--- config.mk ---
export PLATFORM = sky130hd
export DESIGN_NAME = cart_loader_top
export DESIGN_NICKNAME = d
export VERILOG_FILES = /design/src/rtl/cart_pkg.sv /design/src/rtl/rom_header_detect.sv /design/src/rtl/cheat_code_loader.sv /design/src/rtl/backup_ram_sequencer.sv /design/src/rtl/cart_loader_top.sv
export SDC_FILE = /design/constraint.sdc
export NUM_CORES = 1
export LEC_CHECK = 0
export BUFFER_PORTS_ARGS = -buffer_cell sky130_fd_sc_hd__buf_4
export CAP_MARGIN = 20
export CORE_AREA = 2 2 153 155
export CTS_BUF_LIST = sky130_fd_sc_hd__clkbuf_4 sky130_fd_sc_hd__clkbuf_8
export CTS_CLUSTER_SIZE = 28
export DETAILED_ROUTE_END_ITERATION = 10
export DIE_AREA = 0 0 155 157
export PLACE_DENSITY = 0.65
export RECOVER_POWER = 25
export SYNTH_ARGS = -nofsm -noshare
export SYNTH_HDL_FRONTEND = slang
export SYNTH_SLANG_ARGS = --single-unit
--- constraint.sdc ---
create_clock -name clk_sys -period 9.65 [get_ports clk_sys]
set_clock_uncertainty 0.05 [all_clocks]
set_input_delay 0.4825 -clock clk_sys [delete_from_list [all_inputs] [get_ports clk_sys]]
set_output_delay 0.4825 -clock clk_sys [all_outputs]
set_load 0.01 [all_outputs]
--- src/rtl/cart_pkg.sv ---
// Cartridge loader shared definitions
// Download beat and word views, header modes, detected cartridge info,
// cheat record, storage request and the header decode constants
package cart_pkg;

	// ====================
	// Download stream
	// ====================

	// Hi is map type at offset 0, ROM size nibble in [3:0] at the fixed offsets
	// Lo is {ram, rom} size nibbles at offset 0, RAM size nibble in [3:0] otherwise
	typedef struct packed {
		logic [7:0] hi;
		logic [7:0] lo;
	} hdr_bytes_t;

	typedef union packed {
		logic [15:0] raw;
		hdr_bytes_t  hdr;
	} dl_word_u;

	typedef struct packed {
		logic        wr;
		logic [24:0] addr;
		dl_word_u    data;
	} dl_bus_t;

	// ====================
	// Menu options
	// ====================

	typedef enum logic [2:0] {
		hdr_auto    = 3'd0,
		hdr_none    = 3'd1,
		hdr_lorom   = 3'd2,
		hdr_hirom   = 3'd3,
		hdr_exhirom = 3'd4
	} header_mode_e;

	typedef enum logic [1:0] {
		region_auto = 2'd0,
		region_ntsc = 2'd1,
		region_pal  = 2'd2
	} region_mode_e;

	// ====================
	// Results
	// ====================

	typedef struct packed {
		logic [7:0]  map_type;
		logic [23:0] rom_mask;
		logic [23:0] ram_mask;
		logic        pal;
	} cart_info_t;

	typedef struct packed {
		logic [31:0] flags;
		logic [31:0] address;
		logic [31:0] compare;
		logic [31:0] replace;
	} cheat_code_t;

	typedef struct packed {
		logic        rd;
		logic        wr;
		logic [31:0] sector;
	} sd_req_t;

	// Download index reserved for cheat files
	localparam logic [7:0] code_index = 8'hFF;

	localparam logic [3:0] default_rom_size = 4'hC;
	localparam int size_unit = 1024;

	// ROM size byte of each map, RAM size sits two bytes higher
	localparam logic [24:0] lorom_size_offset   = 25'h007FD6;
	localparam logic [24:0] hirom_size_offset   = 25'h00FFD6;
	localparam logic [24:0] exhirom_size_offset = 25'h40FFD6;

endpackage

--- src/rtl/rom_header_detect.sv ---
`timescale 1ns/1ps
// ROM header detection
// Picks map type, ROM and RAM size and region out of the cartridge download,
// then derives the address masks and the PAL flag
module rom_header_detect #(
	parameter int header_bytes = 512
) (
	input  logic                   clk_sys,
	input  logic                   reset,
	input  cart_pkg::dl_bus_t      dl,
	input  logic                   cart_download,
	input  cart_pkg::header_mode_e header_mode,
	input  cart_pkg::region_mode_e region_mode,
	output cart_pkg::cart_info_t   cart
);
	import cart_pkg::*;

	// Copier header in front of the image shifts the internal header
	localparam logic [24:0] hdr_skip = 25'(header_bytes);

	logic [7:0]  map_type;
	logic [3:0]  rom_size;
	logic [3:0]  ram_size;
	logic        rom_region;
	logic        pal;
	logic        hdr_write;
	logic        fixed_map;
	logic [24:0] rom_size_addr;
	logic [24:0] ram_size_addr;

	assign hdr_write = cart_download & dl.wr;

	// ====================
	// Header location
	// ====================

	// Only the forced map modes look inside the internal header
	always_comb begin
		fixed_map = 1'b1;
		case (header_mode)
			hdr_lorom:   rom_size_addr = lorom_size_offset + hdr_skip;
			hdr_hirom:   rom_size_addr = hirom_size_offset + hdr_skip;
			hdr_exhirom: rom_size_addr = exhirom_size_offset + hdr_skip;
			default: begin
				fixed_map     = 1'b0;
				rom_size_addr = '0;
			end
		endcase
		ram_size_addr = rom_size_addr + 25'd2;
	end

	// ====================
	// Field capture
	// ====================

	always_ff @(posedge clk_sys) begin
		if (!reset) begin
			map_type   <= '0;
			rom_size   <= default_rom_size;
			ram_size   <= '0;
			rom_region <= 1'b0;
		end else if (hdr_write) begin
			// First word carries the copier's map type and size byte
			if (dl.addr == '0) begin
				rom_size <= default_rom_size;
				ram_size <= '0;
				if (header_mode == hdr_auto && dl.data.hdr.lo != '0) begin
					{ram_size, rom_size} <= dl.data.hdr.lo;
				end
				case (header_mode)
					hdr_auto:    map_type <= dl.data.hdr.hi;
					hdr_hirom:   map_type <= 8'd1;
					hdr_exhirom: map_type <= 8'd2;
					default:     map_type <= 8'd0;
				endcase
			end

			// Region code is bit 8 of the second word
			if (dl.addr == 25'd2) begin
				rom_region <= dl.data.hdr.hi[0];
			end

			if (fixed_map && dl.addr == rom_size_addr) begin
				rom_size <= dl.data.hdr.hi[3:0];
			end
			if (fixed_map && dl.addr == ram_size_addr) begin
				ram_size <= dl.data.hdr.lo[3:0];
			end
		end
	end

	// Region only settles once the image is in
	always_ff @(posedge clk_sys) begin
		if (!reset) begin
			pal <= 1'b0;
		end else if (!cart_download) begin
			if (region_mode == region_auto) begin
				pal <= rom_region;
			end else begin
				pal <= (region_mode == region_pal);
			end
		end
	end

	// Mask is size_unit << size, minus one. No RAM means an empty mask
	always_comb begin
		cart.map_type = map_type;
		cart.rom_mask = (24'(size_unit) << rom_size) - 24'd1;
		if (ram_size != '0) begin
			cart.ram_mask = (24'(size_unit) << ram_size) - 24'd1;
		end else begin
			cart.ram_mask = '0;
		end
		cart.pal = pal;
	end

endmodule

--- src/rtl/cheat_code_loader.sv ---
`timescale 1ns/1ps
// Cheat code loader
// Collects eight 16-bit download words into one cheat record and
// pulses cheat_valid once the last word is in
module cheat_code_loader (
	input  logic                  clk_sys,
	input  logic                  reset,
	input  cart_pkg::dl_bus_t     dl,
	input  logic                  code_download,
	output cart_pkg::cheat_code_t cheat,
	output logic                  cheat_valid
);

	logic code_write;

	assign code_write = code_download & dl.wr;

	// Low half first, then high half, for each 32-bit field
	always_ff @(posedge clk_sys) begin
		if (code_write) begin
			case (dl.addr[3:0])
				4'd0:  cheat.flags[15:0]    <= dl.data.raw;
				4'd2:  cheat.flags[31:16]   <= dl.data.raw;
				4'd4:  cheat.address[15:0]  <= dl.data.raw;
				4'd6:  cheat.address[31:16] <= dl.data.raw;
				4'd8:  cheat.compare[15:0]  <= dl.data.raw;
				4'd10: cheat.compare[31:16] <= dl.data.raw;
				4'd12: cheat.replace[15:0]  <= dl.data.raw;
				4'd14: cheat.replace[31:16] <= dl.data.raw;
				// Odd offsets carry nothing
				default: ;
			endcase
		end
	end

	// Last word completes the record
	always_ff @(posedge clk_sys) begin
		if (!reset) begin
			cheat_valid <= 1'b0;
		end else begin
			cheat_valid <= code_write && (dl.addr[3:0] == 4'd14);
		end
	end

endmodule

--- src/rtl/backup_ram_sequencer.sv ---
`timescale 1ns/1ps
// Backup RAM sequencer
// Tracks whether battery RAM is backed by a writable image, flags unsaved
// writes and steps sector by sector through loads and saves with storage
module backup_ram_sequencer #(
	parameter int sector_bits = 9
) (
	input  logic              clk_sys,
	input  logic              reset,
	input  logic              cart_download,
	input  logic [23:0]       ram_mask,
	input  logic              img_mounted,
	input  logic              img_readonly,
	input  logic              img_size_nz,
	input  logic              backup_load,
	input  logic              backup_save,
	input  logic              autosave,
	input  logic              osd_open,
	input  logic              bsram_write,
	input  logic              sd_ack,
	output cart_pkg::sd_req_t sd,
	output logic              backup_enabled,
	output logic              backup_busy,
	output logic              backup_loading,
	output logic              backup_pending
);

	typedef enum logic {
		st_idle,
		st_xfer
	} state_e;

	state_e      state;
	logic        download_q;
	logic        load_q;
	logic        save_q;
	logic        ack_q;
	logic        save_req;
	logic        load_arm;
	logic        save_arm;
	logic        load_start;
	logic        save_start;
	logic        auto_start;
	logic        start_load;
	logic        ack_rise;
	logic        ack_fall;
	logic [31:0] last_sector;

	// Autosave kicks in when the menu opens with unsaved writes
	assign save_req   = backup_save | (backup_pending & osd_open & autosave);
	assign load_arm   = backup_load & backup_enabled;
	assign save_arm   = save_req & backup_enabled;
	assign load_start = load_arm & ~load_q;
	assign save_start = save_arm & ~save_q;
	assign auto_start = download_q & ~cart_download & img_size_nz & backup_enabled;
	assign start_load = load_start | auto_start;

	assign ack_rise    = sd_ack & ~ack_q;
	assign ack_fall    = ~sd_ack & ack_q;
	assign last_sector = 32'(ram_mask >> sector_bits);
	assign backup_busy = (state == st_xfer);

	// ====================
	// Edge detection
	// ====================

	always_ff @(posedge clk_sys) begin
		if (!reset) begin
			download_q <= 1'b0;
			load_q     <= 1'b0;
			save_q     <= 1'b0;
			ack_q      <= 1'b0;
		end else begin
			download_q <= cart_download;
			load_q     <= load_arm;
			save_q     <= save_arm;
			ack_q      <= sd_ack;
		end
	end

	// Save image is mounted by the time the download runs
	always_ff @(posedge clk_sys) begin
		if (!reset) begin
			backup_enabled <= 1'b0;
		end else if (cart_download && img_mounted && !img_readonly) begin
			backup_enabled <= |ram_mask;
		end else if (cart_download && !download_q) begin
			backup_enabled <= 1'b0;
		end
	end

	always_ff @(posedge clk_sys) begin
		if (!reset) begin
			backup_pending <= 1'b0;
		end else if (backup_enabled && !osd_open && bsram_write) begin
			backup_pending <= 1'b1;
		end else if (backup_busy) begin
			backup_pending <= 1'b0;
		end
	end

	// ====================
	// Sector transfer
	// ====================

	always_ff @(posedge clk_sys) begin
		if (!reset) begin
			state          <= st_idle;
			backup_loading <= 1'b0;
			sd.rd          <= 1'b0;
			sd.wr          <= 1'b0;
			sd.sector      <= '0;
		end else begin
			// Responder has taken the request
			if (ack_rise) begin
				sd.rd <= 1'b0;
				sd.wr <= 1'b0;
			end

			case (state)
				st_idle: begin
					if (start_load || save_start) begin
						state          <= st_xfer;
						backup_loading <= start_load;
						sd.sector      <= '0;
						sd.rd          <= start_load;
						sd.wr          <= ~start_load;
					end
				end
				st_xfer: begin
					// Next sector goes out once ack has dropped
					if (ack_fall) begin
						if (sd.sector >= last_sector) begin
							state          <= st_idle;
							backup_loading <= 1'b0;
						end else begin
							sd.sector <= sd.sector + 32'd1;
							sd.rd     <= backup_loading;
							sd.wr     <= ~backup_loading;
						end
					end
				end
				default: state <= st_idle;
			endcase
		end
	end

endmodule

--- src/rtl/cart_loader_top.sv ---
`timescale 1ns/1ps
// Cartridge loader top level
// Splits the download stream into cartridge and cheat traffic and ties
// header detection, cheat assembly and backup RAM transfer together
module cart_loader_top #(
	parameter int header_bytes = 512,
	parameter int sector_bits  = 9
) (
	input  logic                   clk_sys,
	input  logic                   reset,
	input  cart_pkg::dl_bus_t      dl,
	input  logic                   downloading,
	input  logic [7:0]             dl_index,
	input  cart_pkg::header_mode_e header_mode,
	input  cart_pkg::region_mode_e region_mode,
	input  logic                   backup_load,
	input  logic                   backup_save,
	input  logic                   autosave,
	input  logic                   osd_open,
	input  logic                   img_mounted,
	input  logic                   img_readonly,
	input  logic                   img_size_nz,
	input  logic                   bsram_write,
	input  logic                   sd_ack,
	output cart_pkg::cart_info_t   cart,
	output cart_pkg::cheat_code_t  cheat,
	output logic                   cheat_valid,
	output cart_pkg::sd_req_t      sd,
	output logic                   backup_enabled,
	output logic                   backup_busy,
	output logic                   backup_loading,
	output logic                   backup_pending
);
	import cart_pkg::*;

	logic cart_download;
	logic code_download;

	// Cheat files use their own index, everything else is a ROM image
	assign code_download = downloading & (dl_index == code_index);
	assign cart_download = downloading & (dl_index != code_index);

	rom_header_detect #(
		.header_bytes(header_bytes)
	) i_header (
		.clk_sys      (clk_sys),
		.reset        (reset),
		.dl           (dl),
		.cart_download(cart_download),
		.header_mode  (header_mode),
		.region_mode  (region_mode),
		.cart         (cart)
	);

	cheat_code_loader i_cheat (
		.clk_sys      (clk_sys),
		.reset        (reset),
		.dl           (dl),
		.code_download(code_download),
		.cheat        (cheat),
		.cheat_valid  (cheat_valid)
	);

	backup_ram_sequencer #(
		.sector_bits(sector_bits)
	) i_backup (
		.clk_sys       (clk_sys),
		.reset         (reset),
		.cart_download (cart_download),
		.ram_mask      (cart.ram_mask),
		.img_mounted   (img_mounted),
		.img_readonly  (img_readonly),
		.img_size_nz   (img_size_nz),
		.backup_load   (backup_load),
		.backup_save   (backup_save),
		.autosave      (autosave),
		.osd_open      (osd_open),
		.bsram_write   (bsram_write),
		.sd_ack        (sd_ack),
		.sd            (sd),
		.backup_enabled(backup_enabled),
		.backup_busy   (backup_busy),
		.backup_loading(backup_loading),
		.backup_pending(backup_pending)
	);

endmodule

==> flow_summary.ini <==
[routing]
drt_wl_total_um = 23000
viasPerCell = 5.07
dr.first_iter.drc_count = 374
avgRoutedWirePerCell_um = 19.0
num_vias = 6133
drcViolationCount = 0
first_pass_iters = 5
ant_nets = 0

[finish]
drive_gt1_frac = 0.367
instances_no_fill = 1210
final_net_count = 996
area_delta_synth_final_pct = 34.9
nFillCells = 2095

[cts]
clockBufferDepth = 2
cts_sinks = 189
clkSlewWorstSetupHoldPaths_ps = 110
post_cts_resized = 0
clock_latency_ps = 470
numCtsBuffers = 17
cts_tree = yes
htreeDepth = 4
hold_buffers = 0
clockRootBuffer = clkbuf_8
cts_setup_buffers = 0

[place]
gp_congestion = 0.831
io_buffers = 280
place_inst = 1175
dp_hpwl_um = 16900

[setup_path]
critPathCaptureType = flop
crit_type = flop to flop
cp.required_ps = 9940
crit_fanout = 13
start_kind = flop
path_cells = nor2_1 -> inv_1 -> nor2_1 -> inv_1 -> ha_1 -> or4b_2 -> and2_1 -> ha_1 -> and2_1 -> a32oi_1 -> a31oi_1 -> o21a_1 -> o21ai_0 -> buf_2 -> o221ai_1
critical_path.max_stage_delay_ps = 630
slowest_stage = or4b_2
cp.arrival_ps = 4660

[synthesis]
syn_area_per_cell_sq_um = 12.2
ys.warnings.count = 0
yosysSeqAreaShare = 0.648
postSynth.asyncResetShare = 0
synth_fa_ha_area_frac = 0.0288
synth_compound_area_frac = 0.100
synth.area.top_cells = edfxtp_1 49%, dfxtp_1 16%, ha_1 2.9%
synthTopCellsByCount = 128 x edfxtp_1, 61 x dfxtp_1, 53 x nand2_1
synth-edff-count = 128
synth_mux_area_frac = 0.00448
synth_flop_cell = edfxtp_1
synth_top_family_by_area = simple AND/OR/NAND/NOR gates
ys_ff_latch = 189
netlist_area_sq_um = 7810
synth-simple-area-share = 0.167
synth_xor_area_frac = 0.00112
synthCells = 639
yosysUniqueCellTypes = 67
synth.top_cell.area_share = 0.492
synth_area_leader_cell = edfxtp_1
yosysMostFrequentCell = edfxtp_1

[sta]
slew_viol_final = 0
finalCritPeriodShare = 0.453
post-route-min-period_ps = 4370
tns_ps = 0
rsz0062_at_grt = false
setup_viol = 0
maxSlewHeadroom = 0.0813
worst_pin_slew_ps = 1380
final_hold_viol_count = 0
fmax_mhz = 229

[pwr]
power_frac_comb = 0.037
power_density_nw_per_um2 = 140
clockPowerShare = 0.380
ir_drop_uv = 95.2
power.leakage_nw = 4.26
internal-power_w = 0.00111
pwr-share-seq = 0.583
switching_share = 0.250
power_switching_w = 0.000370

[run]
cap_violations = 0

[floorplanning]
io_pins = 291
die_height_um = 157
start_util = 0.347
die_w_um = 155
core_region_area_sq_um = 22500
die-area_sq_um = 24300
placementRows = 55

[global_route]
track_usage = 0.183
overflow = 0
grt_max_degree = 29
grt_pass1_wl_um = 33600
grt_pass1_vias = 5784
antenna_found_initial = 1

[min_path]
hold_class = input pin to flop

[outcome]
outcome = finished clean
critical path: cells and delay by family (launching register included):
kind | cells | cell delay (ps)
DFF | 1 | 440
AOI/OAI and AO/OA | 5 | 1130
adders and majority gates | 2 | 560
and+or+nand+nor | 5 | 1530
buffers and inverters | 3 | 530
area by class of cell:
cell class	instances	area, sq um	share of cell area
Inverter	37	139	0.0132
Antenna cell	1	2.50	0.000237
Sequential cell	189	5060	0.480
Timing Repair Buffer	287	2120	0.201
Clock buffer	17	234	0.0222
Multi-Input combinational cell	379	2420	0.230
Tap cell	285	357	0.0338
Clock inverter	15	208	0.0197
routing by layer:
metal / vias to the layer above / part of all wire / routed length [um] / GRT usage
li1: 2877 / - / - / -
met1: 2946 / 0.42 / 9580 / 0.226
met2: 291 / 0.49 / 11100 / 0.316
met3: 19 / 0.088 / 2030 / 0.0570
met4: 0 / 0.0089 / 205 / 0.0428
met5: - / 0 / 0 / 0
placed cells by master (no fill, tap or decap), drive strengths merged, types with 10 or more instances in the layout:
| cell | count |
|---|---|
| inv | 42 |
| nand3 | 23 |
| nor2 | 38 |
| nor4 | 16 |
| ha | 18 |
| and2 | 23 |
| o21ai | 23 |
| nand2 | 53 |
| clkbuf | 34 |
| buf | 270 |
| conb | 10 |
| a21oi | 30 |
| edfxtp | 128 |
| nand4 | 17 |
| dfxtp | 61 |
| nor3 | 21 |
state kept, by name (all words and copies together) (netlist names):
name,flops
i_cheat.cheat,128
i_backup.backup_pending,1
i_backup.sd,34
i_backup.backup_loading,1
i_header.ram_size,4
i_header.pal,1
i_backup.ack_q,1
i_backup.backup_enabled,1
i_backup.load_q,1
i_header.rom_size,4
i_cheat.cheat_valid,1
i_backup.save_q,1
i_header.rom_region,1
i_header.map_type,8
i_backup.backup_busy,1
i_backup.download_q,1
worst paths after layout:
path | end | slack (ps) | startpoint | cells after the start
hold reg to reg | i_header.map_type[1]$_SDFFE_PN0P_ | 410 | i_header.map_type[1]$_SDFFE_PN0P_ | 2
setup reg to reg | i_backup.sd[13]$_SDFFE_PN0P_ | 5280 | i_header.ram_size[3]$_SDFFE_PN0P_ | 15
setup / recovery | i_backup.sd[13]$_SDFFE_PN0P_ | 5280 | i_header.ram_size[3]$_SDFFE_PN0P_ | 15
hold / removal | i_backup.ack_q$_SDFF_PN0_ | 180 | sd_ack | 2
kinds of logic (layout without fill, tap and decap cells):
kind of cell / Yosys count / count (layout)
and+or+nand+nor: 236 / 236
DFF: 189 / 189
AOI/OAI and AO/OA: 111 / 111
buffers and inverters: 80 / 356
adders and majority gates: 18 / 18
muxes: 3 / 3
other: 1 / 11
xor gates and xnor gates: 1 / 1
power groups by stage:
stage	Clock, W	Sequential (W)	Combinational, W
floorplan	0	0.000882	0.0000224
detailed placement	0	0.000881	0.0000587
finish	0.000563	0.000863	0.0000549
global route	0.000607	0.000863	0.0000600
CTS	0.000574	0.000863	0.0000587
global placement	0	0.000881	0.0000573
stage by stage:
stage	cell area [sq um]	hold slack [ps]	power (W)	worst slack [ps]	util
after detailed placement	10100	397	0.000940	5330	0.450
final	10500	183	0.00148	5280	0.469
after global placement	10100	393	0.000939	5210	0.449
after floorplan	7850	394	0.000904	5670	-
after CTS	10600	153	0.00150	5310	0.469
after global routing	10500	150	0.00153	4950	0.468
Note: power is estimated with default switching activity, not from simulation.
